File: config.mk
export PLATFORM = sky130hd
export DESIGN_NAME = axil_rsp_return
export DESIGN_NICKNAME = d
export VERILOG_FILES = /design/src/soc_pkg.sv /design/src/axil_rsp_return.sv
export VERILOG_INCLUDE_DIRS = /design/src
export SDC_FILE = /design/constraint.sdc
export NUM_CORES = 1
export LEC_CHECK = 0
export BUFFER_PORTS_ARGS = -buffer_cell sky130_fd_sc_hd__buf_4
export CORE_MARGIN = 4
export CORE_UTILIZATION = 43
export CTS_CLUSTER_DIAMETER = 30
export DETAILED_ROUTE_END_ITERATION = 7
export PLACE_DENSITY_LB_ADDON = 0.3
export SLEW_MARGIN = 20
export SYNTH_ARGS = -nofsm -noshare
export SYNTH_HDL_FRONTEND = slang
export SYNTH_SLANG_ARGS = --single-unit
File: constraint.sdc
create_clock -name clock_i -period 2.1 [get_ports clock_i]
set_input_delay 0 -clock clock_i [delete_from_list [all_inputs] [get_ports clock_i]]
set_output_delay 0 -clock clock_i [all_outputs]
set_load 0.02 [all_outputs]
File: src/soc_cfg.svh
// Bus widths, address map and response codes for the peripheral fabric, included by package and RTL
`ifndef SOC_CFG_SVH
`define SOC_CFG_SVH

// Host bus widths
`define SOC_ADDR_W 32
`define SOC_DATA_W 32
`define SOC_STRB_W 4

// Slot 0, peripheral RAM window
`define SOC_RAM_BASE 32'h8000_0000
`define SOC_RAM_WORDS_LOG2 10

// Slot 1, byte-wide register window (UART register port stand-in)
`define SOC_BREG_BASE 32'h1000_0000
`define SOC_BREG_COUNT_LOG2 2

// AXI response codes
`define SOC_RESP_OKAY 2'b00
`define SOC_RESP_DECERR 2'b11

`endif
File: src/soc_pkg.sv
// Shared bus types for the peripheral fabric, referenced by scoped name from every RTL module
`default_nettype none

`include "soc_cfg.svh"

package soc_pkg;

    typedef logic [`SOC_ADDR_W-1:0] addr_t;
    typedef logic [`SOC_DATA_W-1:0] data_t;
    typedef logic [`SOC_STRB_W-1:0] strb_t;
    typedef logic [1:0]             resp_t;
    typedef logic [7:0]             byte_t;

    // One captured host transaction
    typedef struct packed {
        logic  is_write;
        addr_t addr;
        data_t data;
        strb_t strb;
    } req_t;

    // Reply headed back to the B or R channel
    typedef struct packed {
        logic  is_write;
        resp_t resp;
        data_t data;
    } rsp_t;

    // One-hot slot select
    typedef struct packed {
        logic err;
        logic breg;
        logic ram;
    } target_t;

endpackage

`default_nettype wire

File: src/axil_rsp_return.sv
// Output side of the fabric: drives the reply on B or R and holds it until the host takes it
`timescale 1ns/100ps
`default_nettype none

module axil_rsp_return (
    input  wire logic          clock_i,
    input  wire logic          rst_n_i,
    input  wire logic          rsp_valid_i,
    input  wire soc_pkg::rsp_t rsp_i,

    output logic               bvalid_o,
    output soc_pkg::resp_t     bresp_o,
    input  wire logic          bready_i,

    output logic               rvalid_o,
    output soc_pkg::data_t     rdata_o,
    output soc_pkg::resp_t     rresp_o,
    input  wire logic          rready_i,

    output logic               done_o
);

    logic b_hs;
    logic r_hs;

    assign b_hs = bvalid_o && bready_i;
    assign r_hs = rvalid_o && rready_i;

    always_ff @(posedge clock_i) begin
        if (!rst_n_i) begin
            bvalid_o <= 1'b0;
            rvalid_o <= 1'b0;
            done_o   <= 1'b0;
        end else begin
            done_o <= b_hs || r_hs;
            if (rsp_valid_i && rsp_i.is_write) begin
                bvalid_o <= 1'b1;
            end else if (b_hs) begin
                bvalid_o <= 1'b0;
            end
            if (rsp_valid_i && !rsp_i.is_write) begin
                rvalid_o <= 1'b1;
            end else if (r_hs) begin
                rvalid_o <= 1'b0;
            end
        end
    end

    // Payload only moves on a new reply, so it stays put under back-pressure
    always_ff @(posedge clock_i) begin
        if (rsp_valid_i) begin
            if (rsp_i.is_write) begin
                bresp_o <= rsp_i.resp;
            end else begin
                rdata_o <= rsp_i.data;
                rresp_o <= rsp_i.resp;
            end
        end
    end

endmodule

`default_nettype wire

==> results of run 1 <==
==> cell usage in the layout (no fill, tap or decap), drive strengths merged <==
cell	synthesis	layout
and2b	1	1
nor2b	3	3
buf	0	79
o21a	2	2
and2	1	1
clkbuf	0	8
dlygate4sd3	0	39
dfxtp	3	3
a22oi	1	1
edfxtp	36	36
==> sequential cells by signal (all words and copies together) (netlist names) <==
register	cells
rdata_o	32
bvalid_o	1
bresp_o	2
done_o	1
rvalid_o	1
rresp_o	2
==> power groups by stage <==
stage	clock network (mW)	logic (mW)	registers [mW]
global placement	0	0.215	0.934
global route	0.406	0.302	0.927
floorplan	0	0.0160	1.00
finish	0.369	0.288	0.923
CTS	0.359	0.280	0.919
detailed placement	0	0.221	0.936
==> what timing repair did <==
action	in CTS	in global routing
setup endpoints to repair	0	0
resized for setup	0	0
endpoints found under the hold margin	41	0
hold buffers	39	0
==> per-stage QoR <==
step / util (%) / total power, mW / setup slack, ps / area (um2)
after floorplan: - / 1.017 / 750.5 / 1201
after global placement: 71.54 / 1.148 / 1160 / 1837
after detailed placement: 71.54 / 1.157 / 1135 / 1837
after CTS: 88.65 / 1.558 / 539.8 / 2276
after global routing: 88.65 / 1.635 / 386.5 / 2276
final: 88.65 / 1.580 / 440.9 / 2276
==> worst min path at each step <==
stage              start  cells after the start  slack (ps)                     to
4_1_cts        rsp_i[34]                      2          20   bresp_o[0]$_DFFE_PP_
6_report       rsp_i[34]                      2          40   bresp_o[0]$_DFFE_PP_
2_1_floorplan  rsp_i[32]                      0         100   bresp_o[0]$_DFFE_PP_
5_1_grt        rsp_i[34]                      2          20   bresp_o[1]$_DFFE_PP_
3_3_place_gp   rsp_i[10]                      1         180  rdata_o[10]$_DFFE_PP_
3_5_place_dp   rsp_i[28]                      1         180  rdata_o[28]$_DFFE_PP_
==> area by class of cell <==
class,count,share of cell area (%)
clock buffers,8,2.144
well taps,30,1.649
repair buffers,118,43.21
multi-input cells,8,2.859
flip-flops and latches,39,50.14
==> routing by layer <==
layer  GRT usage [%]  part of all wire, %  vias to the layer above
met5               0                    0                        -
met4           12.69                  4.0                        0
met3           7.234                  8.7                       18
met2           45.65                   55                       72
met1           22.32                   33                      440
li1                -                    -                      432
==> critical path, delay by kind of cell <==
family / cells / cell delay, ps
simple gates: 1 / 130
compound gates: 1 / 210
buf+inv: 4 / 1580
==> cells by family (layout without fill, tap and decap cells) <==
| kind of cell | Yosys count | in the layout | share of synthesized area [%] |
|---|---|---|---|
| AO/OA/AOI/OAI | 3 | 3 | 1.875 |
| buffers and inverters | 0 | 126 | 0 |
| flip-flops | 39 | 39 | 95.00 |
| AND/OR/NAND/NOR | 5 | 5 | 3.125 |
==> qor.txt, run 1 <==
ANT cells - 0
Post-synthesis sequential area ratio - 95.00%
Port Buf Inserts - 78
Synth warn - 0
Main synth FF type - edfxtp_1
Leak - 0.9612 nW
Switching Share - 24.31%
Slew Limit Fails - 0
Clock Power Share - 23.3%
Max Clk Rate - 602.8 MHz
Placed Cells - 156
List of most frequent post-synthesis cells - 36 x edfxtp_1, 3 x dfxtp_1, 2 x nor2b_1, 2 x o21a_1
TNS Setup - 0 ps
Post-Route WL - 4073 um
Post-route ant nets - 0
Worst Setup EP - rvalid_o$_SDFFE_PN0P_
Mean Syn Cell Area - 25.56 um2
Grt ovf - 0
Hold WC Path Type - in2reg
Wirelength per Cell - 20.06 um
Hold Worst Slack - 35.02 ps
Initial Utilization - 46.78%
Cts bufs inserted - 5
Initial antenna violation count - 0
Period minus WS final - 1659 ps
Hold Fails Final Rpt - 0
CP Launch Type - input pin
Crit Path Max Fanout - 35
Placer congestion estimate - 0.6725
CP cell instances - dlygate4sd3_1 > buf_4 > nor2b_4 > buf_4 > o21a_1 > dlygate4sd3_1
Most frequent cell after synthesis - edfxtp_1
Crit path largest cell delay - 570 ps
VDD IR-drop max - 0.7638 mV
Die ar. - 3703 um2
H-tree levels - 2
Fill cell count - 110
Chip Height - 60.85 um
Slew headroom - 71.98%
Worst-Margin Slew - 420.3 ps
Pint - 1.196 mW
Final HPWL DP - 2007 um
Finished Layout Cells - 203
R2R depth - 3
DRT iter0 DRCs - 34
Die W - 60.85 um
Post-CTS Setup Bufs - 0
# IOs - 79
Syn Inst Count - 47
Clock root cell - clkbuf_4
Critical path type - in2reg
Status - finished clean
Nets - 212
Seq. cell area - 1141 um2
Drt pass-1 iters - 4
Fin crit share - 79.00%
Clk_skew - 5.887 ps
Post-synth EDFFs - 36
Yosys cell types - 8
DRC viols - 0
Worst EP required - 2380 ps
RSZ-0062 raised after global routing - false
Arr. time, crit path - 1940 ps
FF+latch count, synth - 39
Share of post-route cells with drive strength above 1 - 49.71%
Core area - 2567 um2
Largest net degree at the start of global routing - 36
Vias/cell - 4.739
Vias in the first global route - 1053
Crit path launch - rsp_valid_i
CTS tree - built
R2R setup slack - 730 ps
Footprint of the multi-input gates - 65.06 um2
FF-to-FF End - rvalid_o$_SDFFE_PN0P_
Setup violations, final - 0
First-pass GRT wire length - 5664 um
Worst Setup End Kind - flop
Worst-path clk slew - 110 ps
Sw Pwr - 0.3841 mW
Post-synth top area share - 90.00%
Total vias in the final route - 962
Post-synth ARST share - 0%
GRT Resource Usage Total - 23.90%
Synthesized cell area - 1201 um2
Mapped Nets - 87
Synth area leader - edfxtp_1
RR Startpoint - rvalid_o$_SDFFE_PN0P_
Synth top area cells - edfxtp_1 90%, dfxtp_1 5.0%, o21a_1 1.3%
Clock Tree Buf Depth - 2
Sequential share of power - 58.4%
Later-pin clock latency in the skew report - 340 ps
Cell row count - 18
Logic pwr share - 18.2%
PwrDens - 694.0 nW/um2
CTS Sinks - 39
MaxCap Viol Count - 0
Synth-to-Final Area Change - 89.48%
Slowest-stage cell, CP - dlygate4sd3_1
Note: power is estimated with default switching activity, not from simulation.
==> run 2: changes to the inputs <==
--- a/config.mk
+++ b/config.mk
@@ -8,7 +8,7 @@
 export LEC_CHECK = 0
 export BUFFER_PORTS_ARGS = -buffer_cell sky130_fd_sc_hd__buf_4
 export CORE_MARGIN = 4
-export CORE_UTILIZATION = 43
+export CORE_UTILIZATION = 36
 export CTS_CLUSTER_DIAMETER = 30
 export DETAILED_ROUTE_END_ITERATION = 7
 export PLACE_DENSITY_LB_ADDON = 0.3
==> constraint.sdc (replaced) <==
create_clock -name clock_i -period 1.41 [get_ports clock_i]
set_input_delay 0 -clock clock_i [delete_from_list [all_inputs] [get_ports clock_i]]
set_output_delay 0 -clock clock_i [all_outputs]
set_load 0.02 [all_outputs]
==> run 2 against run 1 <==
Net effect: via count fell by 5.1%; worst hold slack improved by 2.7 ps; clock power rose by 33%; worst setup slack got worse by 310 ps; register-to-register slack got worse by 600 ps; core utilization fell by 15 points; flip-flop and latch count did not move; power rose by 44%; final area rose by 0.77%; first-iteration DRC count fell by 65%.
==> qor.txt, run 2 (synthesis results as in run 1) <==
Pint - 1.759 mW (was 1.196 mW)
DRC viols - 0 (unchanged)
CTS tree - built (unchanged)
Vias in the first global route - 968 (was 1053)
Commonest non-fill, non-tap cells in the layout - 78 x buf_4, 38 x dlygate4sd3_1, 36 x edfxtp_1 (was 79 x buf_4, 39 x dlygate4sd3_1, 36 x edfxtp_1)
Placer congestion estimate - 0.6936 (was 0.6725)
Arr. time, crit path - 1500 ps (was 1940 ps)
Drt pass-1 iters - 3 (was 4)
Setup violations, final - 0 (unchanged)
Max Clk Rate - 781.0 MHz
# IOs - 79 (unchanged)
Share of post-route cells with drive strength above 1 - 50.88% (was 49.71%)
H-tree levels - 2 (unchanged)
Die W - 65.76 um (was 60.85 um)
Worst EP required - 1630 ps (was 2380 ps)
Hold Fails Final Rpt - 0 (unchanged)
PwrDens - 991.1 nW/um2 (was 694.0 nW/um2)
Wirelength per Cell - 13.60 um (was 20.06 um)
Vias/cell - 4.247 (was 4.739)
Fin crit share - 90.81%
Logic pwr share - 18.3% (was 18.2%)
Largest net degree at the start of global routing - 36 (unchanged)
Crit Path Max Fanout - 3 (was 35)
Post-Route WL - 2924 um (was 4073 um)
Total vias in the final route - 913 (was 962)
RSZ-0062 raised after global routing - false (unchanged)
CTS Sinks - 39 (unchanged)
Sequential share of power - 60.1% (was 58.4%)
Post-route ant nets - 0 (unchanged)
Worst-path clk slew - 100 ps (was 110 ps)
ANT cells - 0 (unchanged)
First-pass GRT wire length - 4554 um (was 5664 um)
Slew Limit Fails - 0 (unchanged)
Clk_skew - 2.270 ps (was 5.887 ps)
DRT iter0 DRCs - 12 (was 34)
Max FFs per register - 32 (unchanged)
Synth-to-Final Area Change - 90.94% (was 89.48%)
Critical path type - reg2reg (was in2reg)
Later-pin clock latency in the skew report - 320 ps (was 340 ps)
Slowest-stage cell, CP - dlygate4sd3_1 (unchanged)
VDD IR-drop max - 0.5279 mV (was 0.7638 mV)
Leak - 0.9626 nW (was 0.9612 nW)
Switching Share - 22.63% (was 24.31%)
Crit path largest cell delay - 550 ps (was 570 ps)
Worst Setup End Kind - flop (unchanged)
TNS Setup - 0 ps (unchanged)
Nets - 211 (was 212)
CP Launch Type - flop (was input pin)
Initial Utilization - 38.40% (was 46.78%)
Clock Power Share - 21.6% (was 23.3%)
Status - finished clean (unchanged)
Die ar. - 4324 um2 (was 3703 um2)
Slew headroom - 87.75% (was 71.98%)
Cts bufs inserted - 5 (unchanged)
Sw Pwr - 0.5144 mW (was 0.3841 mW)
Initial antenna violation count - 0 (unchanged)
Clock root cell - clkbuf_4 (unchanged)
CP cell instances - nor2b_1 > o21a_1 > dlygate4sd3_1 (was dlygate4sd3_1 > buf_4 > nor2b_4 > buf_4 > o21a_1 > dlygate4sd3_1)
Worst-Margin Slew - 183.7 ps (was 420.3 ps)
Clock Tree Buf Depth - 2 (unchanged)
Register name with the most flops - rdata_o (unchanged)
CTS resizes - 0 (unchanged)
Period minus WS final - 1280 ps
MaxCap Viol Count - 0 (unchanged)
Chip Height - 65.76 um (was 60.85 um)
Largest regs - rdata_o: 32 flops, bresp_o: 2 flops, rresp_o: 2 flops (unchanged)
Cell row count - 20 (was 18)
Hold WC Path Type - in2reg (unchanged)
GRT Resource Usage Total - 14.76% (was 23.90%)
Final core utilization - 73.32% (was 88.65%)
Core area - 3128 um2 (was 2567 um2)
Grt ovf - 0 (unchanged)
Port Buf Inserts - 78 (unchanged)
Commonest non-fill, non-tap cell in the layout - buf_4 (unchanged)
## run 2: cell types whose count changed in the layout (fill, tap and decap cells not counted), sizes merged
cell / previous run / this run
clkbuf: 8 / 5
clkinv: 0 / 2
dlygate4sd3: 39 / 38
## run 2: stage by stage
step | hold slack [ps] | setup WS [ps] | area, um2 | cells | power [mW]
finish | 37.67 | 129.6 | 2293 | 215 | 2.273
global route | 20.59 | 108.2 | 2293 | 215 | 2.374
CTS | 16.79 | 132.9 | 2293 | 215 | 2.299
detailed placement | 179.5 | 611.1 | 1867 | 170 | 1.727
global placement | 178.3 | 638.9 | 1867 | 170 | 1.717
floorplan | 98.87 | 60.46 | 1201 | 47 | 1.515
## run 2: layer usage
metal,part of all wire [%],track usage (%),vias up
li1,-,-,429
met1,34,15.20,426
met2,56,27.28,52
met3,9.3,4.444,6
met4,1.4,6.218,0
met5,0,0,-
## run 2: critical path: cells and delay by family, from the launching register on
kind	cells	cell delay, ps
AO/OA/AOI/OAI	1	150
flip-flops	1	340
buffers and inverters	1	550
AND/OR/NAND/NOR	1	140
## run 2: final timing paths
path	startpoint	to	slack [ps]	depth (start not counted)
hold / removal	rsp_valid_i	bresp_o[0]$_DFFE_PP_	40	2
setup reg to reg	rvalid_o$_SDFFE_PN0P_	rvalid_o$_SDFFE_PN0P_	130	3
hold reg to reg	bvalid_o$_SDFFE_PN0P_	bvalid_o$_SDFFE_PN0P_	660	2
setup / recovery	rvalid_o$_SDFFE_PN0P_	rvalid_o$_SDFFE_PN0P_	130	3
## run 2: final cells by class
cell class              instances  area [um2]
clock buffers                   5       37.54
clock inverters                 2       8.758
flip-flops and latches         39        1141
fillers                       197       834.6
repair buffers                117       985.9
multi-input cells               8       65.06
well taps                      44       55.05
## run 2: power by group through the flow
stage | clock [mW] | sequential (mW) | combinational [mW]
2_1_floorplan | 0 | 1.49 | 0.0238
5_1_grt | 0.557 | 1.37 | 0.442
3_5_place_dp | 0 | 1.39 | 0.334
6_report | 0.490 | 1.37 | 0.416
4_1_cts | 0.514 | 1.37 | 0.419
3_3_place_gp | 0 | 1.39 | 0.326
## run 2: timing repair
action,in CTS,in global routing
hold endpoints to repair,39,0
hold buffers,38,0
buffers inserted,0,0
endpoints found under the setup margin,0,0
