`src/soc_cfg.svh`:
```
// Bus widths, address map and response codes for the peripheral fabric, included by package and RTL
`ifndef SOC_CFG_SVH
`define SOC_CFG_SVH

// Host bus widths
`define SOC_ADDR_W 32
`define SOC_DATA_W 32
`define SOC_STRB_W 4

// Slot 0, peripheral RAM window
`define SOC_RAM_BASE 32'h8000_0000
`define SOC_RAM_WORDS_LOG2 10

// Slot 1, byte-wide register window (UART register port stand-in)
`define SOC_BREG_BASE 32'h1000_0000
`define SOC_BREG_COUNT_LOG2 2

// AXI response codes
`define SOC_RESP_OKAY 2'b00
`define SOC_RESP_DECERR 2'b11

`endif
```
`src/soc_pkg.sv`:
```
// Shared bus types for the peripheral fabric, referenced by scoped name from every RTL module
`default_nettype none

`include "soc_cfg.svh"

package soc_pkg;

    typedef logic [`SOC_ADDR_W-1:0] addr_t;
    typedef logic [`SOC_DATA_W-1:0] data_t;
    typedef logic [`SOC_STRB_W-1:0] strb_t;
    typedef logic [1:0]             resp_t;
    typedef logic [7:0]             byte_t;

    // One captured host transaction
    typedef struct packed {
        logic  is_write;
        addr_t addr;
        data_t data;
        strb_t strb;
    } req_t;

    // Reply headed back to the B or R channel
    typedef struct packed {
        logic  is_write;
        resp_t resp;
        data_t data;
    } rsp_t;

    // One-hot slot select
    typedef struct packed {
        logic err;
        logic breg;
        logic ram;
    } target_t;

endpackage

`default_nettype wire

```
`src/axil_req_capture.sv`:
```
// Input side of the fabric: takes one AXI-Lite write (AW+W) or read (AR) and issues it as a request
`timescale 1ns/100ps
`default_nettype none

`include "soc_cfg.svh"

module axil_req_capture (
    input  wire logic           clock_i,
    input  wire logic           rst_n_i,

    input  wire logic           awvalid_i,
    input  wire soc_pkg::addr_t awaddr_i,
    output logic                awready_o,

    input  wire logic           wvalid_i,
    input  wire soc_pkg::data_t wdata_i,
    input  wire soc_pkg::strb_t wstrb_i,
    output logic                wready_o,

    input  wire logic           arvalid_i,
    input  wire soc_pkg::addr_t araddr_i,
    output logic                arready_o,

    input  wire logic           done_i,
    output logic                req_valid_o,
    output soc_pkg::req_t       req_o
);

    typedef enum logic {
        ST_IDLE,
        ST_BUSY
    } state_e;

    state_e state_q;
    logic   wr_ready;
    logic   rd_ready;
    logic   wr_take;
    logic   rd_take;
    logic   accepted_q;

    // AW and W share one ready; a pending write holds off AR
    assign wr_ready = (state_q == ST_IDLE);
    assign rd_ready = (state_q == ST_IDLE) && !(awvalid_i && wvalid_i);

    assign awready_o = wr_ready;
    assign wready_o  = wr_ready;
    assign arready_o = rd_ready;

    assign wr_take = wr_ready && awvalid_i && wvalid_i;
    assign rd_take = rd_ready && arvalid_i;

    always_ff @(posedge clock_i) begin
        if (!rst_n_i) begin
            state_q     <= ST_IDLE;
            accepted_q  <= 1'b0;
            req_valid_o <= 1'b0;
        end else begin
            accepted_q  <= wr_take || rd_take;
            // Request pulse trails the accepting edge by one cycle
            req_valid_o <= accepted_q;
            case (state_q)
                ST_IDLE: begin
                    if (wr_take || rd_take) begin
                        state_q <= ST_BUSY;
                    end
                end
                ST_BUSY: begin
                    if (done_i) begin
                        state_q <= ST_IDLE;
                    end
                end
                default: state_q <= ST_IDLE;
            endcase
        end
    end

    // Payload held stable for the whole transaction
    always_ff @(posedge clock_i) begin
        if (wr_take) begin
            req_o.is_write <= 1'b1;
            req_o.addr     <= awaddr_i;
            req_o.data     <= wdata_i;
            req_o.strb     <= wstrb_i;
        end else if (rd_take) begin
            req_o.is_write <= 1'b0;
            req_o.addr     <= araddr_i;
            req_o.data     <= '0;
            req_o.strb     <= '0;
        end
    end

endmodule

`default_nettype wire

```
`config.mk`:
```
export PLATFORM = sky130hd
export DESIGN_NAME = axil_req_capture
export DESIGN_NICKNAME = d
export VERILOG_FILES = /design/src/soc_pkg.sv /design/src/axil_req_capture.sv
export VERILOG_INCLUDE_DIRS = /design/src
export SDC_FILE = /design/constraint.sdc
export NUM_CORES = 1
export LEC_CHECK = 0
export ABC_AREA = 1
export BUFFER_PORTS_ARGS = -buffer_cell sky130_fd_sc_hd__buf_2
export CORE_MARGIN = 2
export CORE_UTILIZATION = 43
export CTS_CLUSTER_SIZE = 16
export DETAILED_ROUTE_END_ITERATION = 10
export PLACE_DENSITY_LB_ADDON = 0.3
export SYNTH_ARGS = -nofsm -noshare
export SYNTH_HDL_FRONTEND = slang
export SYNTH_SLANG_ARGS = --single-unit
```
`constraint.sdc`:
```
create_clock -name clock_i -period 2.4 [get_ports clock_i]
set_input_delay 0.24 -clock clock_i [delete_from_list [all_inputs] [get_ports clock_i]]
set_output_delay 0.24 -clock clock_i [all_outputs]
set_load 0.05 [all_outputs]
```
==> impl_metrics.yaml, run 1 <==
clock_network:
  clkSlewWorstSetupHoldPaths_ns: 0.08
  h-tree-depth: 3
  cts_made_buffers: 9
  cts_repair_resize_count: 0
  ctsHoldBuffers: 0
  clock_latency_ns: 0.32
  cts_tree: "built"
  cts_root_buffer: "clkbuf_8"
  clockBufferDepth: 2
  numClockSinks: 72
  cts_setup_buffers: 0
cells_and_area:
  layout-drive-gt1-share_pct: 43.5
  seq_area_sq_um: 2120
  nFillCells: 551
  insertedDiodeCount: 0
  syn_to_final_growth_pct: 39.8
  multi_input_area_sq_um: 557
  nNetsFinal: 558
drt:
  routed_wl_um: 6640
  drc_errors: 0
  firstDrtPassIters: 4
  vias: 2315
  ant_nets: 0
  post_drt_wl_per_cell_um: 12.4
  drtIter0Drc: 68
  avgViaCountPerCell: 4.34
place:
  post-place-ws_ns: 0.682
  dpl.hpwl_um: 4940
  gp_routability_congestion: 0.753
  io_buffers: 178
synth:
  netlist_top_cells_area: "edfxtp_1 (70%), nand2_1 (13%), inv_1 (5.2%)"
  synth_top_cell_area_share_pct: 70.4
  synth.avg_cell_area_sq_um: 10.8
  yosys.area_share.xor_xnor_pct: 0
  synth_simple_gate_area_share_pct: 18.9
  yosysTopAreaCell: "edfxtp_1"
  synth_compound_area_share_pct: 0.345
  ys_ff_latch: 72
  yosysSeqAreaShare_pct: 73.2
  yosysMostFrequentCell: "nand2_1"
  async_flop_share_pct: 0
  synth_cell_types: 14
  synth_top_flop_cell: "edfxtp_1"
  synth_edf_count: 68
  netlist_top_cells_count: "nand2_1 (103), edfxtp_1 (68), inv_1 (40), nor2_1 (37), buf_2 (8)"
  synth_mux_area_share_pct: 0
  synth_cells: 269
  syn_area_sq_um: 2900
  syn_nets: 375
  yosys_warnings: 0
  synth_fa_ha_area_share_pct: 0
  synth_top_family_by_area: "simple AND/OR/NAND/NOR gates"
timing:
  clock_skew_ns: 0.00980
  tightest_slew_ns: 1.22
  setup_violations: 0
  rsz0062_at_grt: "false"
  maxSlewHeadroom_pct: 18.5
  fin_setup_tns_ns: 0
  min_period_ns: 1.68
  fin_ws_ns: 0.724
  finalHoldViolations: 0
  drv_slew: 0
  finalCritPeriodShare_pct: 69.8
  fmax_ghz: 0.597
hold_path:
  min_path_type: "input pin to flip-flop"
critical_path:
  startpoint_type: "flip-flop"
  path_max_fanout: 32
  arrival_ns: 1.86
  end_kind: "flip-flop"
  worst-setup-path-type: "flip-flop to flip-flop"
  critPathRequiredTime_ns: 2.58
power:
  power.leakage_nw: 2.16
  power_density_nw_per_um2: 796
  peakVddDrop_v: 0.000360
die:
  dieArea_sq_um: 7410
  start_util_pct: 45.1
  die_y_um: 86.1
  fp-row-count: 29
  fp.dieW_um: 86.1
  core_sq_um: 6420
  boundaryPins: 179
global_route:
  grt_max_degree: 37
  antenna_found_initial: 0
  grt_usage_pct: 18.5
  grt_first_pass_wirelength_um: 10400
  grt_pass1_vias: 2272
  overflow: 0
run_status:
  status: "finished, final reports clean"
flow_run:
  max_cap_violations: 0
-- routing by layer --
| metal | routed length (um) | part of all wire, % | up-vias | track usage, % |
|---|---|---|---|---|
| met4 | 86 | 1.3 | 0 | 7.22 |
| li1 | - | - | 1199 | - |
| met2 | 3170 | 48 | 122 | 30.7 |
| met3 | 723 | 11 | 7 | 6.83 |
| met1 | 2660 | 40 | 987 | 22.0 |
| met5 | 0 | 0 | - | 0 |
-- final cells by class --
cell class              instances  area share (%)
flip-flops and latches         72            52.4
inverters                      41            3.89
clock inverters                 5            1.17
well taps                      77            2.38
clock buffers                  11            3.24
repair buffers                183            23.2
multi-input cells             145            13.7
-- metrics by stage --
| stage | utilization [%] | cells | cell area, sq um | hold WS, ns | power [W] |
|---|---|---|---|---|---|
| final | 63.1 | 534 | 4050 | 0.134 | 0.00323 |
| after global routing | 63.1 | 534 | 4050 | 0.132 | 0.00337 |
| after CTS | 63.1 | 534 | 4050 | 0.121 | 0.00326 |
| after detailed placement | 60.3 | 518 | 3870 | 0.409 | 0.00238 |
| after global placement | 60.3 | 518 | 3870 | 0.395 | 0.00237 |
| after floorplan | - | 269 | 2900 | 0.338 | 0.00215 |
-- final timing paths --
| path | from | slack [ns] | endpoint | depth (start not counted) |
|---|---|---|---|---|
| worst min register to register | accepted_q$_SDFF_PN0_ | 0.42 | req_valid_o$_SDFF_PN0_ | 2 |
| worst min-delay path | rst_n_i | 0.13 | req_valid_o$_SDFF_PN0_ | 3 |
| worst max register to register | state_q$_SDFF_PN0_ | 0.72 | req_o[49]$_DFFE_PP_ | 3 |
| worst max-delay path | state_q$_SDFF_PN0_ | 0.72 | req_o[49]$_DFFE_PP_ | 3 |
-- kinds of logic after synthesis --
logic type             Yosys count
AND/OR/NAND/NOR                143
flip-flops                      72
buffers and inverters           52
AO/OA/AOI/OAI                    2
-- state kept, by name (all words and copies together), names as in the netlist --
signal and flops:
req_o 69, req_valid_o 1, state_q 1, accepted_q 1
-- critical path, stage by stage, from the launching register on --
cell	delay, ns
dfxtp_1	0.35
nor2_2	0.94
nand2_1	0.10
nand2_1	0.12
-- power by group --
part           internal (W)  switching, W  total, W
Clock              0.000471      0.000410  0.000881
Sequential          0.00152     0.0000297   0.00155
Combinational      0.000187      0.000609  0.000796
Total               0.00218       0.00105   0.00323
-- layout by cell type, fill, tap and decap left out --
cell type,n
buf_12,1
a21oi_1,1
inv_1,39
nand3_1,1
edfxtp_1,68
clkinv_2,2
nand2_1,103
clkinv_1,2
dfxtp_1,4
o21ai_0,1
nor2_2,1
bufinv_16,1
inv_2,1
clkinvlp_4,1
clkbuf_8,9
clkbuf_1,2
nand3_2,1
buf_2,178
buf_4,4
nor2_1,37
Power figures use the tool's default switching activity.
==> inputs of run 2 (changes only) <==
ABC_AREA = 0   (was 1)
clock period = 1.7 ns   (was 2.4 ns; I/O delays follow)
==> run 2 against run 1 <==
  * Clock-buffer cell count is the same
  * First-iteration DRC count is 22% lower
  * Routed wire length down 7.8%
  * Global-route usage down 2.8 points
  * Area after synthesis up 3.3%
  * Sequential power rose by 39%
  * Combinational power increased by 31%
  * Non-clock buffer count is the same
  * Design area is 3.8% higher
  * Critical path depth stayed put
  * Synthesized cell count is 41% lower
  * Critical endpoint is now req_o[51]$_DFFE_PP_
  * Highest routed layer unchanged
==> impl_metrics.yaml, run 2 <==
synth:
  synth_top_flop_cell: "edfxtp_1"
  synth_cells: 160
  synth_edf_count: 68
  synth_cell_types: 16
  yosysTopAreaCell: "edfxtp_1"
  netlist_top_cells_area: "edfxtp_1 (68%), mux2_4 (15%), and2_1 (7.7%)"
  ys_ff_latch: 72
  syn_nets: 266
  synth_top_cell_area_share_pct: 68.2
  synth.avg_cell_area_sq_um: 18.7
  async_flop_share_pct: 0
  syn_area_sq_um: 3000
  yosys_warnings: 0
  yosysSeqAreaShare_pct: 70.8
  netlist_top_cells_count: "edfxtp_1 (68), and2_1 (37), mux2_4 (30), buf_6 (7), dfxtp_1 (4)"
  yosysMostFrequentCell: "edfxtp_1"
hold_path:
  min_delay_worst_endpoint: "req_valid_o$_SDFF_PN0_"
  min_path_type: "input pin to flip-flop"
  holdPathStages: 2
  hold_start: "rst_n_i"
drt:
  drtIter0Drc: 53
  wl_met1_um: 2380
  highest_layer: "met4"
  routed_wl_um: 6120
  vias: 1978
  firstDrtPassIters: 4
  routed-wl-met2_um: 2920
  post_drt_wl_per_cell_um: 14.2
  ant_nets: 0
  drc_errors: 0
  route.met3.wl_um: 709
  avgViaCountPerCell: 4.59
place:
  postPlaceCellArea_sq_um: 3980
  io_buffers: 178
  dpl.hpwl_um: 4670
  gp_routability_congestion: 0.753
clock_network:
  clkSlewWorstSetupHoldPaths_ns: 0.08
  h-tree-depth: 3
  cts_root_buffer: "clkbuf_8"
  cts_tree: "built"
  clock_latency_ns: 0.34
  cts_made_buffers: 9
  clockBufferDepth: 2
  numClockSinks: 72
global_route:
  grt_pass1_vias: 1838
  overflow: 0
  antenna_found_initial: 0
  grt_max_degree: 38
  grt_usage_pct: 15.7
  grt_first_pass_wirelength_um: 8740
power:
  power_frac_seq_pct: 46.1
  power.leakage_nw: 2.01
  pwr-share-comb_pct: 22.2
  p_int_w: 0.00330
  power_density_nw_per_um2: 1110
  p_clk_share_pct: 31.7
  switchingPower_w: 0.00137
  swShare_pct: 29.4
  peakVddDrop_v: 0.000494
timing:
  drv_slew: 0
  rsz0062_at_grt: "false"
  min_period_ns: 1.47
  fin_setup_tns_ns: 0
  clock_skew_ns: 0.00749
  finalCritPeriodShare_pct: 86.7
  setup_violations: 0
  maxSlewHeadroom_pct: 67.8
  tightest_slew_ns: 0.483
  finalHoldViolations: 0
  fmax_ghz: 0.678
critical_path:
  cpMaxStageDelayCell: "dfxtp_2"
  crit-reg2reg-launch: "state_q$_SDFF_PN0_"
  r2r_setup_slack_ns: 0.23
  arrival_ns: 1.56
  path_max_fanout: 10
  end_kind: "flip-flop"
  cp_slowest_stage_delay_ns: 0.42
  worst-setup-path-type: "flip-flop to flip-flop"
  ff2ff_path_depth: 3
  crit_chain: "nand3b_4 > buf_4 > mux2_4"
  startpoint_type: "flip-flop"
  critPathRequiredTime_ns: 1.78
  r2r_end: "req_o[51]$_DFFE_PP_"
die:
  die_y_um: 87.5
  fp.dieW_um: 87.5
  fp-row-count: 30
  dieArea_sq_um: 7650
  boundaryPins: 179
  start_util_pct: 44.3
  core_sq_um: 6760
cells_and_area:
  layout_commonest_cell: "buf_2"
  nNetsFinal: 452
  final_cell_mix: "buf_2 (178), edfxtp_1 (68), and2_1 (37), mux2_4 (30), clkbuf_8 (10)"
  largest_reg_flops: 69
  layout-drive-gt1-share_pct: 67.0
  stdcell_area_sq_um: 4210
  insertedDiodeCount: 0
  multi_input_area_sq_um: 792
  seq_area_sq_um: 2120
  syn_to_final_growth_pct: 40.4
  nFillCells: 539
  top_register: "req_o"
flow_run:
  max_cap_violations: 0
run_status:
  status: "finished, final reports clean"
[run 2: cell types whose count changed in the layout (fill, tap and decap cells not counted), sizes merged, moves of 2 or more]
cell | previous run | this run
and2 | 0 | 37
nand3 | 2 | 0
clkinv | 4 | 1
inv | 40 | 1
a21oi | 1 | 3
nor2 | 38 | 1
mux2 | 0 | 32
nand2 | 103 | 0
[run 2: critical path, delay by kind of cell (launching register included)]
kind                   cells  cell delay, ns
buffers and inverters      1            0.20
DFF                        1            0.42
muxes                      1            0.31
and+or+nand+nor            1            0.29
[run 2: layer usage]
| metal | GRT usage [%] | vias to the layer above |
|---|---|---|
| li1 | - | 958 |
| met1 | 17.4 | 878 |
| met2 | 25.8 | 132 |
| met3 | 6.16 | 10 |
| met4 | 8.81 | 0 |
| met5 | 0 | - |
[run 2: logic make-up (layout without fill, tap and decap cells)]
logic type | Yosys count | after routing | share of synthesized area, %
compound gates | 5 | 5 | 1.09
simple gates | 42 | 42 | 9.27
mux | 32 | 32 | 15.8
flops | 72 | 72 | 70.8
buf+inv | 9 | 200 | 3.01
[run 2: worst max path at each step]
stage	slack, ns	start	endpoint
5_1_grt	0.19	state_q$_SDFF_PN0_	req_o[51]$_DFFE_PP_
4_1_cts	0.08	state_q$_SDFF_PN0_	req_o[33]$_SDFFCE_PP0P_
3_5_place_dp	0.1	state_q$_SDFF_PN0_	req_o[33]$_SDFFCE_PP0P_
2_1_floorplan	-0.06	state_q$_SDFF_PN0_	req_o[0]$_SDFFCE_PP0P_
3_3_place_gp	0.18	state_q$_SDFF_PN0_	req_o[19]$_SDFFCE_PP0P_
6_report	0.23	state_q$_SDFF_PN0_	req_o[51]$_DFFE_PP_
[run 2: stage by stage]
step	setup WS, ns	power, W	std cells	hold WS (ns)	utilization (%)
finish	0.226	0.00467	431	0.0736	62.3
global placement	0.184	0.00322	415	0.409	59.0
floorplan	-0.0594	0.00295	160	0.297	-
detailed placement	0.0959	0.00324	415	0.422	59.0
global route	0.187	0.00484	431	0.0616	62.3
CTS	0.0817	0.00473	431	0.0483	62.2
[run 2: area by class of cell]
| class | count | area share, % |
|---|---|---|
| clock inverter | 5 | 1.90 |
| tap | 80 | 2.38 |
| clock buffer | 11 | 3.36 |
| timing repair buffer | 183 | 23.0 |
| inverter | 1 | 0.0892 |
| multi-input combinational | 79 | 18.8 |
| sequential | 72 | 50.5 |
[run 2: power groups by stage]
| stage | logic (W) | registers [W] | clock network (W) |
|---|---|---|---|
| 2_1_floorplan | 0.000252 | 0.00269 | 0 |
| 3_5_place_dp | 0.00105 | 0.00220 | 0 |
| 6_report | 0.00104 | 0.00216 | 0.00148 |
| 3_3_place_gp | 0.00104 | 0.00219 | 0 |
| 4_1_cts | 0.00105 | 0.00216 | 0.00152 |
| 5_1_grt | 0.00109 | 0.00217 | 0.00159 |
[run 2: repair_timing]
item / in CTS / in global routing
gates resized for setup: 0 / 1
endpoints found under the setup margin: 0 / 23
buffers inserted: 0 / 0
hold buffers: 0 / 0
